`config.mk`:
```
export PLATFORM = sky130hd
export DESIGN_NAME = rename_unit
export DESIGN_NICKNAME = d
export VERILOG_FILES = /design/src/verilog/rename_pkg.sv /design/src/verilog/rename_if.sv /design/src/verilog/inst_decoder.sv /design/src/verilog/free_list.sv /design/src/verilog/rename_map.sv /design/src/verilog/rename_unit.sv
export VERILOG_INCLUDE_DIRS = /design/src /design/src/verilog
export SDC_FILE = /design/constraint.sdc
export NUM_CORES = 2
export LEC_CHECK = 0
export BUFFER_PORTS_ARGS = -buffer_cell sky130_fd_sc_hd__buf_2
export CAP_MARGIN = 10
export CORE_ASPECT_RATIO = 0.75
export CORE_MARGIN = 5
export CORE_UTILIZATION = 55
export DETAILED_ROUTE_END_ITERATION = 6
export HOLD_SLACK_MARGIN = 0.03
export PLACE_DENSITY = 0.68
export SLEW_MARGIN = 10
export SYNTH_ARGS = -nofsm -noshare
export SYNTH_HDL_FRONTEND = slang
export SYNTH_SLANG_ARGS = --single-unit
```
`constraint.sdc`:
```
create_clock -name clock -period 14 [get_ports clock]
set_input_delay 2.1 -clock clock [delete_from_list [all_inputs] [get_ports clock]]
set_output_delay 2.1 -clock clock [all_outputs]
set_load 0.01 [all_outputs]
```
`src/verilog/rename_settings.svh`:
```
`ifndef RENAME_SETTINGS_SVH
`define RENAME_SETTINGS_SVH

// architectural register file of RV32I
`define RN_ARCH_REGS 32

// physical registers, power of two and above the arch count
`define RN_PHYS_REGS 64

// checkpoint pages for branch recovery
`define RN_PAGES 8

`endif

```
`src/verilog/rename_pkg.sv`:
```
`default_nettype none

`include "rename_settings.svh"

package rename_pkg;

    localparam int ARCH_W = $clog2(`RN_ARCH_REGS);
    localparam int PHYS_W = $clog2(`RN_PHYS_REGS);
    localparam int PAGE_W = $clog2(`RN_PAGES);

    typedef logic [ARCH_W-1:0] arch_reg_t;   // x0..x31
    typedef logic [PHYS_W-1:0] phys_reg_t;   // p0..p63
    typedef logic [PAGE_W-1:0] page_t;       // checkpoint page select

    // what an instruction reads and writes, by major format
    typedef enum logic [2:0] {
        reg_reg,      // r-type
        reg_imm,      // jalr, load, i-type alu
        upper_imm,    // lui, auipc
        jump,         // jal
        branch,
        store,
        illegal       // no sources, no destination
    } op_class_e;

    // rv32i major opcodes, bits 6:0
    typedef enum logic [6:0] {
        opc_load   = 7'b0000011,
        opc_op_imm = 7'b0010011,
        opc_auipc  = 7'b0010111,
        opc_store  = 7'b0100011,
        opc_op     = 7'b0110011,
        opc_lui    = 7'b0110111,
        opc_branch = 7'b1100011,
        opc_jalr   = 7'b1100111,
        opc_jal    = 7'b1101111
    } opcode_e;

endpackage

`default_nettype wire

```
`src/verilog/rename_if.sv`:
```
`timescale 1ns/1ps
`default_nettype none

interface rename_if;
    import rename_pkg::*;

    logic      valid;
    logic      ready;
    arch_reg_t src1;
    arch_reg_t src2;
    arch_reg_t dst;
    logic      use_src1;    // low for x0 or when not read
    logic      use_src2;
    logic      has_dst;     // low for x0 or no writeback

    modport source (
        output valid, src1, src2, dst, use_src1, use_src2, has_dst,
        input  ready
    );

    modport sink (
        input  valid, src1, src2, dst, use_src1, use_src2, has_dst,
        output ready
    );

endinterface

`default_nettype wire

```
`src/verilog/inst_decoder.sv`:
```
`timescale 1ns/1ps
`default_nettype none

module inst_decoder (
    input  logic        clock,
    input  logic        reset,
    input  logic        restore,
    input  logic        in_valid,
    output logic        in_ready,
    input  logic [31:0] in_instr,
    rename_if.source    dec
);
    import rename_pkg::*;

    logic        full;       // holding register occupied
    logic [31:0] instr_q;
    op_class_e   op_class;
    arch_reg_t   rs1;
    arch_reg_t   rs2;
    arch_reg_t   rd;
    logic        reads_rs1;
    logic        reads_rs2;
    logic        writes_rd;

    // take a new word when empty or when the map drains us this cycle
    assign in_ready = !restore && (!full || dec.ready);

    always_ff @(posedge clock) begin
        if (reset || restore) begin
            full <= 1'b0;                  // flush on mispredict
        end else if (in_ready) begin
            full <= in_valid;
        end
    end

    always_ff @(posedge clock) begin
        if (in_valid && in_ready) begin
            instr_q <= in_instr;
        end
    end

    always_comb begin
        case (instr_q[6:0])
            opc_op:                        op_class = reg_reg;
            opc_op_imm, opc_load, opc_jalr: op_class = reg_imm;
            opc_lui, opc_auipc:            op_class = upper_imm;
            opc_jal:                       op_class = jump;
            opc_branch:                    op_class = branch;
            opc_store:                     op_class = store;
            default:                       op_class = illegal;
        endcase
    end

    assign rs1 = instr_q[19:15];
    assign rs2 = instr_q[24:20];
    assign rd  = instr_q[11:7];      // imm bits for branch and store

    assign reads_rs1 = (op_class inside {reg_reg, reg_imm, branch, store});
    assign reads_rs2 = (op_class inside {reg_reg, branch, store});
    assign writes_rd = (op_class inside {reg_reg, reg_imm, upper_imm, jump});

    assign dec.valid    = full;
    assign dec.src1     = rs1;
    assign dec.src2     = rs2;
    assign dec.dst      = rd;
    assign dec.use_src1 = reads_rs1 && (rs1 != '0);   // x0 is never renamed
    assign dec.use_src2 = reads_rs2 && (rs2 != '0);
    assign dec.has_dst  = writes_rd && (rd != '0);

endmodule

`default_nettype wire

```
`src/verilog/free_list.sv`:
```
`timescale 1ns/1ps
`default_nettype none

`include "rename_settings.svh"

module free_list (
    input  logic                  clock,
    input  logic                  reset,
    output logic                  nonempty,
    output rename_pkg::phys_reg_t head_preg,
    input  logic                  alloc,
    input  logic                  release_valid,
    input  rename_pkg::phys_reg_t release_preg,
    input  logic                  save,
    input  rename_pkg::page_t     save_page,
    input  logic                  restore,
    input  rename_pkg::page_t     restore_page
);
    import rename_pkg::*;

    localparam int DEPTH     = `RN_PHYS_REGS;
    localparam int INIT_FREE = `RN_PHYS_REGS - `RN_ARCH_REGS;

    // extra msb tells full from empty
    typedef logic [PHYS_W:0] ptr_t;

    phys_reg_t fifo_mem [DEPTH];
    ptr_t      rd_ptr;
    ptr_t      wr_ptr;
    ptr_t      rd_next;
    ptr_t      page_rd [`RN_PAGES];    // saved read pointers

    assign nonempty  = (rd_ptr != wr_ptr);
    assign head_preg = fifo_mem[rd_ptr[PHYS_W-1:0]];

    // read pointer after this cycle's pop
    always_comb begin
        rd_next = rd_ptr;
        if (alloc) begin
            rd_next = rd_ptr + 1'b1;
        end
    end

    always_ff @(posedge clock) begin
        if (reset) begin
            rd_ptr <= '0;
        end else if (restore) begin
            rd_ptr <= page_rd[restore_page];   // hands back later allocs
        end else begin
            rd_ptr <= rd_next;
        end
    end

    // write side is never rewound so releases survive a restore
    always_ff @(posedge clock) begin
        if (reset) begin
            wr_ptr <= ptr_t'(INIT_FREE);
        end else if (release_valid) begin
            wr_ptr <= wr_ptr + 1'b1;
        end
    end

    always_ff @(posedge clock) begin
        if (reset) begin
            for (int i = 0; i < INIT_FREE; i++) begin
                fifo_mem[i] <= phys_reg_t'(i + `RN_ARCH_REGS);   // 32..63
            end
        end else if (release_valid) begin
            fifo_mem[wr_ptr[PHYS_W-1:0]] <= release_preg;
        end
    end

    always_ff @(posedge clock) begin
        if (reset) begin
            for (int p = 0; p < `RN_PAGES; p++) begin
                page_rd[p] <= '0;
            end
        end else if (save) begin
            page_rd[save_page] <= rd_next;      // state after this cycle's pop
        end
    end

endmodule

`default_nettype wire

```
`src/verilog/rename_map.sv`:
```
`timescale 1ns/1ps
`default_nettype none

`include "rename_settings.svh"

module rename_map (
    input  logic                  clock,
    input  logic                  reset,
    rename_if.sink                dec,
    input  logic                  fl_nonempty,
    input  rename_pkg::phys_reg_t fl_head,
    output logic                  fl_alloc,
    input  logic                  save,
    input  rename_pkg::page_t     save_page,
    input  logic                  restore,
    input  rename_pkg::page_t     restore_page,
    output logic                  out_valid,
    input  logic                  out_ready,
    output rename_pkg::phys_reg_t out_psrc1,
    output rename_pkg::phys_reg_t out_psrc2,
    output rename_pkg::phys_reg_t out_pdst,
    output rename_pkg::phys_reg_t out_old_pdst,
    output logic                  out_has_dst
);
    import rename_pkg::*;

    localparam int NREGS = `RN_ARCH_REGS;

    phys_reg_t map_q    [NREGS];
    phys_reg_t map_next [NREGS];
    phys_reg_t page_map [`RN_PAGES][NREGS];
    logic      slot_free;     // output register empty or draining
    logic      accept;

    assign slot_free = !out_valid || out_ready;

    // a destination needs a free register, restore blocks everything
    assign dec.ready = !restore && slot_free && (!dec.has_dst || fl_nonempty);
    assign accept    = dec.valid && dec.ready;
    assign fl_alloc  = accept && dec.has_dst;

    // table as it stands after this cycle's rename
    always_comb begin
        map_next = map_q;
        if (fl_alloc) begin
            map_next[dec.dst] = fl_head;
        end
        map_next[0] = '0;             // x0 pinned to p0
    end

    always_ff @(posedge clock) begin
        if (reset) begin
            for (int i = 0; i < NREGS; i++) begin
                map_q[i] <= phys_reg_t'(i);   // identity
            end
        end else if (restore) begin
            map_q <= page_map[restore_page];
        end else begin
            map_q <= map_next;
        end
    end

    always_ff @(posedge clock) begin
        if (reset) begin
            for (int p = 0; p < `RN_PAGES; p++) begin
                for (int i = 0; i < NREGS; i++) begin
                    page_map[p][i] <= phys_reg_t'(i);
                end
            end
        end else if (save) begin
            page_map[save_page] <= map_next;
        end
    end

    always_ff @(posedge clock) begin
        if (reset || restore) begin
            out_valid <= 1'b0;
        end else if (accept) begin
            out_valid <= 1'b1;
        end else if (out_ready) begin
            out_valid <= 1'b0;
        end
    end

    // sources read the table before this rename's update
    always_ff @(posedge clock) begin
        if (accept) begin
            out_psrc1    <= dec.use_src1 ? map_q[dec.src1] : '0;
            out_psrc2    <= dec.use_src2 ? map_q[dec.src2] : '0;
            out_pdst     <= dec.has_dst ? fl_head : '0;
            out_old_pdst <= dec.has_dst ? map_q[dec.dst] : '0;   // freed at retire
            out_has_dst  <= dec.has_dst;
        end
    end

endmodule

`default_nettype wire

```
`src/verilog/rename_unit.sv`:
```
`timescale 1ns/1ps
`default_nettype none

module rename_unit (
    input  logic                  clock,
    input  logic                  reset,
    input  logic                  in_valid,
    output logic                  in_ready,
    input  logic [31:0]           in_instr,
    input  logic                  release_valid,
    input  rename_pkg::phys_reg_t release_preg,
    input  logic                  save,
    input  rename_pkg::page_t     save_page,
    input  logic                  restore,
    input  rename_pkg::page_t     restore_page,
    output logic                  out_valid,
    input  logic                  out_ready,
    output rename_pkg::phys_reg_t out_psrc1,
    output rename_pkg::phys_reg_t out_psrc2,
    output rename_pkg::phys_reg_t out_pdst,
    output rename_pkg::phys_reg_t out_old_pdst,
    output logic                  out_has_dst
);

    rename_if dec_if ();

    logic                  fl_nonempty;
    rename_pkg::phys_reg_t fl_head;
    logic                  fl_alloc;

    inst_decoder inst_decoder_i (
        .clock    (clock),
        .reset    (reset),
        .restore  (restore),        // flushes the held word
        .in_valid (in_valid),
        .in_ready (in_ready),
        .in_instr (in_instr),
        .dec      (dec_if.source)
    );

    free_list free_list_i (
        .clock         (clock),
        .reset         (reset),
        .nonempty      (fl_nonempty),
        .head_preg     (fl_head),
        .alloc         (fl_alloc),
        .release_valid (release_valid),
        .release_preg  (release_preg),
        .save          (save),
        .save_page     (save_page),
        .restore       (restore),
        .restore_page  (restore_page)
    );

    rename_map rename_map_i (
        .clock        (clock),
        .reset        (reset),
        .dec          (dec_if.sink),
        .fl_nonempty  (fl_nonempty),
        .fl_head      (fl_head),
        .fl_alloc     (fl_alloc),
        .save         (save),
        .save_page    (save_page),
        .restore      (restore),
        .restore_page (restore_page),
        .out_valid    (out_valid),
        .out_ready    (out_ready),
        .out_psrc1    (out_psrc1),
        .out_psrc2    (out_psrc2),
        .out_pdst     (out_pdst),
        .out_old_pdst (out_old_pdst),
        .out_has_dst  (out_has_dst)
    );

endmodule

`default_nettype wire

```
### Yosys cells after proc, flatten, opt, wreduce, memory -nomap -nowiden

Memories as Yosys holds them, arrays and structs flattened. A register that Yosys moved wholly into a read port is not among the register bits.
Cells that the tools add are included.

* logic and storage cells: 139
* RAM bits: 1928
* input bits: 51
* memories: 3
* register bits: 258
* output and inout bits: 27

Memories
* rename_map_i.page_map: words 8, width 186, rd ports 1, clocked after Yosys merged registers in 0, wr ports 8, line rename_map.sv:31 `` phys_reg_t page_map [`RN_PAGES][NREGS]; ``
* free_list_i.fifo_mem: words 64, width 6, rd ports 1, clocked after Yosys merged registers in 1, wr ports 32, line free_list.sv:27 `phys_reg_t fifo_mem [DEPTH];`
* free_list_i.page_rd: words 8, width 7, rd ports 1, clocked after Yosys merged registers in 0, wr ports 8, line free_list.sv:31 `` ptr_t page_rd [`RN_PAGES]; ``

* muxes and demuxes: 37
* add/sub/neg operators: 2
* eq/ne operators: 15
* magnitude comparators: 4
* bitwise gates (word level): 4
* reduce and logical (&&, ||, !) cells: 32

Operators by type and width (number)
* $mux W186: 3
* $bwmux W192: 1
* $reduce_or A186 Y1: 1
* $bmux W6 S5: 3
* $mux W6: 10
* $demux W6 S5: 1
* $eq A7 B6 Y1 const B: 3
* $eq A7 B7 Y1 const B: 3
* $mux W7: 3
* $ge A6 B6 Y1 const B: 3
* $not A5 Y6: 3
* $pmux W3 S6: 1
* $reduce_bool A5 Y1: 3
* $add A7 B1 Y7 const B: 2
* $eq A7 B5 Y1 const B: 2
* $mux W1: 13
* $logic_and A1 B1 Y1: 10
* $reduce_bool A4 Y1: 2
* $eq A7 B2 Y1 const B: 1
* $ne A7 B7 Y1: 1
* $reduce_or A7 Y1: 1
* $eq A3 B2 Y1 const B: 2
* $eq A3 B3 Y1 const B: 2
* $lt A6 B1 Y1 const B: 1
* 11 further kinds: 19

### Longest topological paths before layout

* word-level depth: 14
* gate-level depth with buffers: 11

### By module

Synthesis repeated with hierarchy kept, for this count alone.

* cells, all modules: 6613
* area, all modules: 98937.4 µm²

By module, submodules not included
* rename_map: times used 1, cells an instance 5277, area each 78409.0 µm², seq. area each 49177.2 µm²
* free_list: times used 1, cells an instance 1273, area each 19585.0 µm², seq. area each 13492.9 µm²
* inst_decoder: times used 1, cells an instance 63, area each 943.4 µm², seq. area each 680.7 µm²

### Least setup slack after synthesis

OpenSTA, ideal clock, no wires.

* kind: input to register
* start point: input port reset
* end point: memory free_list_i.page_rd[7][0] (netlist bit) (enable)
* setup slack: 5.985 ns
* data arrival time: 6.480 ns
* cell stages on the path: 7
* buffers on the path: 4
* required time: 12.465 ns
* cells stage by stage: clkbuf_1 nor2b_1 clkbuf_1 nand4_1 clkbuf_1 buf_1 nand2_1

RTL lines
* start: declaration: line rename_unit.sv:6 `input logic reset,`
* end: declaration: line free_list.sv:31

### Worst setup path after layout

* start point: register inst_decoder_i.instr_q[10]
* end point: output port in_ready

* word-level cells in the longest chain between the ends: 7

RTL lines
* start: declaration: line inst_decoder.sv:16 `logic [31:0] instr_q;`
* start signal: assignment: line inst_decoder.sv:38 `instr_q <= in_instr;`
* $reduce_bool A5 Y1: line inst_decoder.sv:68 `assign dec.has_dst = writes_rd && (rd != '0);`
* $logic_and A1 B1 Y1: line inst_decoder.sv:68
* $logic_not A1 Y1: line rename_map.sv:38 `assign dec.ready = !restore && slot_free && (!dec.has_dst || fl_nonempty);`
* $logic_or A1 B1 Y1: line rename_map.sv:38
* $logic_and A1 B1 Y1: line rename_map.sv:38
* $logic_or A1 B1 Y1: line inst_decoder.sv:26 `assign in_ready = !restore && (!full || dec.ready);`
* $logic_and A1 B1 Y1: line inst_decoder.sv:26
* end: declaration: line rename_unit.sv:8 `output logic in_ready,`

Every way passes these cells.

==> metrics.md <==
| Metric | Value |
|---|---|
| Nets | between 6,000 and 7,000 |
| Final setup vio count | 0 |
| Largest stage delay, worst path | a little over 1000 ps |
| Vias in the first global route | between 50,000 and 60,000 |
| Net Count, Synth | 6,327 |
| Async S/R FF share, synth | 0% |
| Core Rows | 133 |
| FMAX | roughly 0.16 GHz |
| Outcome | finished with violations |
| VDD IR max | 99.3 uV |
| CP arrival | 4180 ps |
| Gate Count Post-Synth | 6,274 |
| CP Capture Type | primary output |
| Fillcell total | 13,100 |
| I/O Pins | 78 |
| Register area share after synthesis | roughly two thirds |
| Post-DP HPWL | about 160,000 um |
| Most frequent cells in the layout | edfxtp_1 (1,975), nor2_1 (862), nand2_1 (739), mux4_2 (639), mux2i_1 (222) |
| Worst Path Required | 11,900 ps |
| CP Launch Type | register |
| Netlist cell types | 79 |
| Design Power | roughly 14 mW |
| Gr ovfl total | 0 |
| RSZ-0062 raised after global routing | no |
| Top FF cell, synth | edfxtp_1 |
| Routed WL | 288,000 um |
| FF+latch area | 0.0634 sq mm |
| DR vias/cell | 6.81 |
| Multi-input combinational cell area | 0.0320 sq mm |
| Post-CTS Hold Fix Bufs | 0 |
| Port Buffers | 67 |
| PostCTS Resize Cnt | 0 |
| Largest net degree at the start of global routing | 121 |
| Crit Path Category | register to primary output |
| CP top delay family | simple AND/OR/NAND/NOR gates |
| DRT Pass-1 Iters | 7 |
| GPL Wtd Cong | 0.881 |
| Full die area | between 0.15 and 0.2 sq mm |
| Pwr/cell area | 131 mW/mm^2 |
| Period minus WS final | 6280 ps |
| Root Driver | clkbuf_16 |
| Mapped cell area | 0.0972 sq mm |
| Detail Route Antenna Nets | 0 |
| Post-place setup slack | 7360 ps |
| Final Slew Violations | 0 |
| CTS tree | yes |
| Die width | 495 um |
| Most common cell after layout, fill and taps aside | edfxtp_1 |
| Avg WL per Cell | 33.0 um |
| Initial Util | 55.4% |
| YS warnings | 0 |
| CTS buffer count | 203 |
| #FFs+latches synth | 2,177 |
| Clock Latency Late Sink | 850 ps |
| Critical path, cell by cell | buf_4 > nor3_1 > a211o_4 > nor2_1 > o21ai_0 > and2_1 > buf_2 |
| Final Hold Vio Count | 0 |
| Post-CTS Setup Repair Bufs | 0 |
| Total number of vias | 59,400 |
| CTS max path bufs | 3 |
| Share of cells above drive strength 1 | 23.0% |
| Setup Skew | ~44 ps |
| Area growth, synth to finish | 9.76% |
| H-tree Lvls | 4 |
| Leakage power total | 31.3 nW |
| First-pass GRT wire length | 419,000 um |
| Post-synth EDFFs | 1,975 |
| Worst Max-Slew Pin Slew | 1280 ps |
| Core ar. | 0.175 sq mm |
| Normalized max-slew margin | between 10% and 20% |
| CTS sink count | ~2,200 |
| Fin worst setup slack | 7720 ps |
| Hold Path Class | register to register |
| Overall Global Routing Usage | 31.2% |
| Failing checks | design-rule violations |
| Clk pin slew, worst setup/hold paths | 60 ps |
| Crit path max-delay cell type | nor3_1 |
| Chip height | 374 um |
| Max-capacitance violation count | 0 |
| Period utilisation layout | 44.9% |
| Initial antenna violation count | 12 |
| Setup TNS | 0 ps |
| Buffer and inverter count on the worst path | 2 |
| DRC | 1 |
| Post-Syn Area per Cell | ~15 sq um |
| Crit path max fanout | 26 |
| Worst hold margin | 493 ps |
| DRT iter0 DRCs | 8,485 |
-- metal layers --
layer,up-vias,GRT usage (%),routed length [um]
met5,-,0,34
met4,4,11.0,10900
met3,576,9.70,39100
met2,3967,45.8,128000
met1,30800,44.6,110000
li1,24100,-,-
-- where the power goes --
part	switching (mW)	internal, mW	leakage, nW
Clock	2.48	3.14	3.27
Combinational	0.739	0.323	8.95
Sequential	0.0842	7.22	19.1
Total	3.31	10.7	31.3
-- cells in the mapped netlist, types with 18 or more instances --
library cell | number | area, sq um
a21oi_1 | 26 | 130
a22o_1 | 18 | 158
a22oi_1 | 94 | 706
a31oi_2 | 23 | 288
and2_1 | 35 | 219
buf_1 | 74 | 278
buf_2 | 45 | 225
clkbuf_1 | 385 | 1450
dfxtp_1 | 202 | 4040
edfxtp_1 | 1975 | 59300
mux2_2 | 61 | 687
mux2i_1 | 222 | 2220
mux2i_2 | 70 | 963
mux2i_4 | 21 | 473
mux4_2 | 639 | 14400
nand2_1 | 755 | 2830
nand3_1 | 19 | 95.1
nor2_1 | 867 | 3250
nor3_1 | 225 | 1130
nor3b_2 | 20 | 250
o21ai_0 | 65 | 325
o22ai_1 | 80 | 500
o31ai_1 | 21 | 158
or3_1 | 68 | 425
-- worst reg2reg max path, stage by stage (launching register included) --
cell and delay, ps:
dfxtp_4 770, buf_4 530, buf_4 700, mux4_2 680, a22oi_1 200, a31oi_1 220
or4_2 880, buf_4 450, mux2i_1 830, nor2_1 100
-- cell families after synthesis --
family                     count (synthesis)  share of synthesized area (%)
DFF                                     2177                           65.2
AOI/OAI and AO/OA                        416                           3.43
and+or+nand+nor                         2113                           9.68
buffers and inverters                    536                           2.22
adders and majority gates                  2                         0.0257
xor gates and xnor gates                  17                          0.169
muxes                                   1013                           19.3
-- per-stage QoR --
| stage | utilization (%) | area, sq um | cells |
|---|---|---|---|
| 3_3_place_gp | 57.0 | 100000 | 8328 |
| 2_1_floorplan | - | 97200 | 6274 |
| 4_1_cts | 60.8 | 107000 | 8713 |
| 6_report | 60.8 | 107000 | 8721 |
| 3_5_place_dp | 57.0 | 100000 | 8328 |
| 5_1_grt | 60.8 | 107000 | 8716 |
-- state kept, by name (all words and copies together) (netlist names) --
signal,flops
rename_map_i.out_valid,1
rename_map_i.map_q,186
rename_map_i.out_psrc1,6
rename_map_i.page_map,1488
rename_map_i.out_has_dst,1
free_list_i.wr_ptr,7
free_list_i.rd_ptr,7
free_list_i.fifo_mem,384
rename_map_i.out_pdst,6
inst_decoder_i.instr_q,22
free_list_i.page_rd,56
rename_map_i.out_old_pdst,6
inst_decoder_i.dec.valid,1
rename_map_i.out_psrc2,6
-- layout make-up --
cell class                 count  area share, %
antenna                        8         0.0188
tap                         2362           2.77
inverter                      15         0.0528
clock inverter                88          0.908
sequential                  2177           59.4
timing repair buffer         213           1.50
multi-input combinational   3561           30.0
clock buffer                 297           5.36
-- worst paths after layout --
kind / startpoint / to / slack, ps / depth (start not counted)
min: inst_decoder_i.dec.valid / rename_map_i.out_valid / 490 / 2
min reg2reg: inst_decoder_i.dec.valid / rename_map_i.out_valid / 490 / 2
max: inst_decoder_i.instr_q[10] / in_ready / 7720 / 7
max reg2reg: free_list_i.rd_ptr[0] / rename_map_i.page_map[2][13] / 8380 / 9
Note: power is estimated with default switching activity, not from simulation.
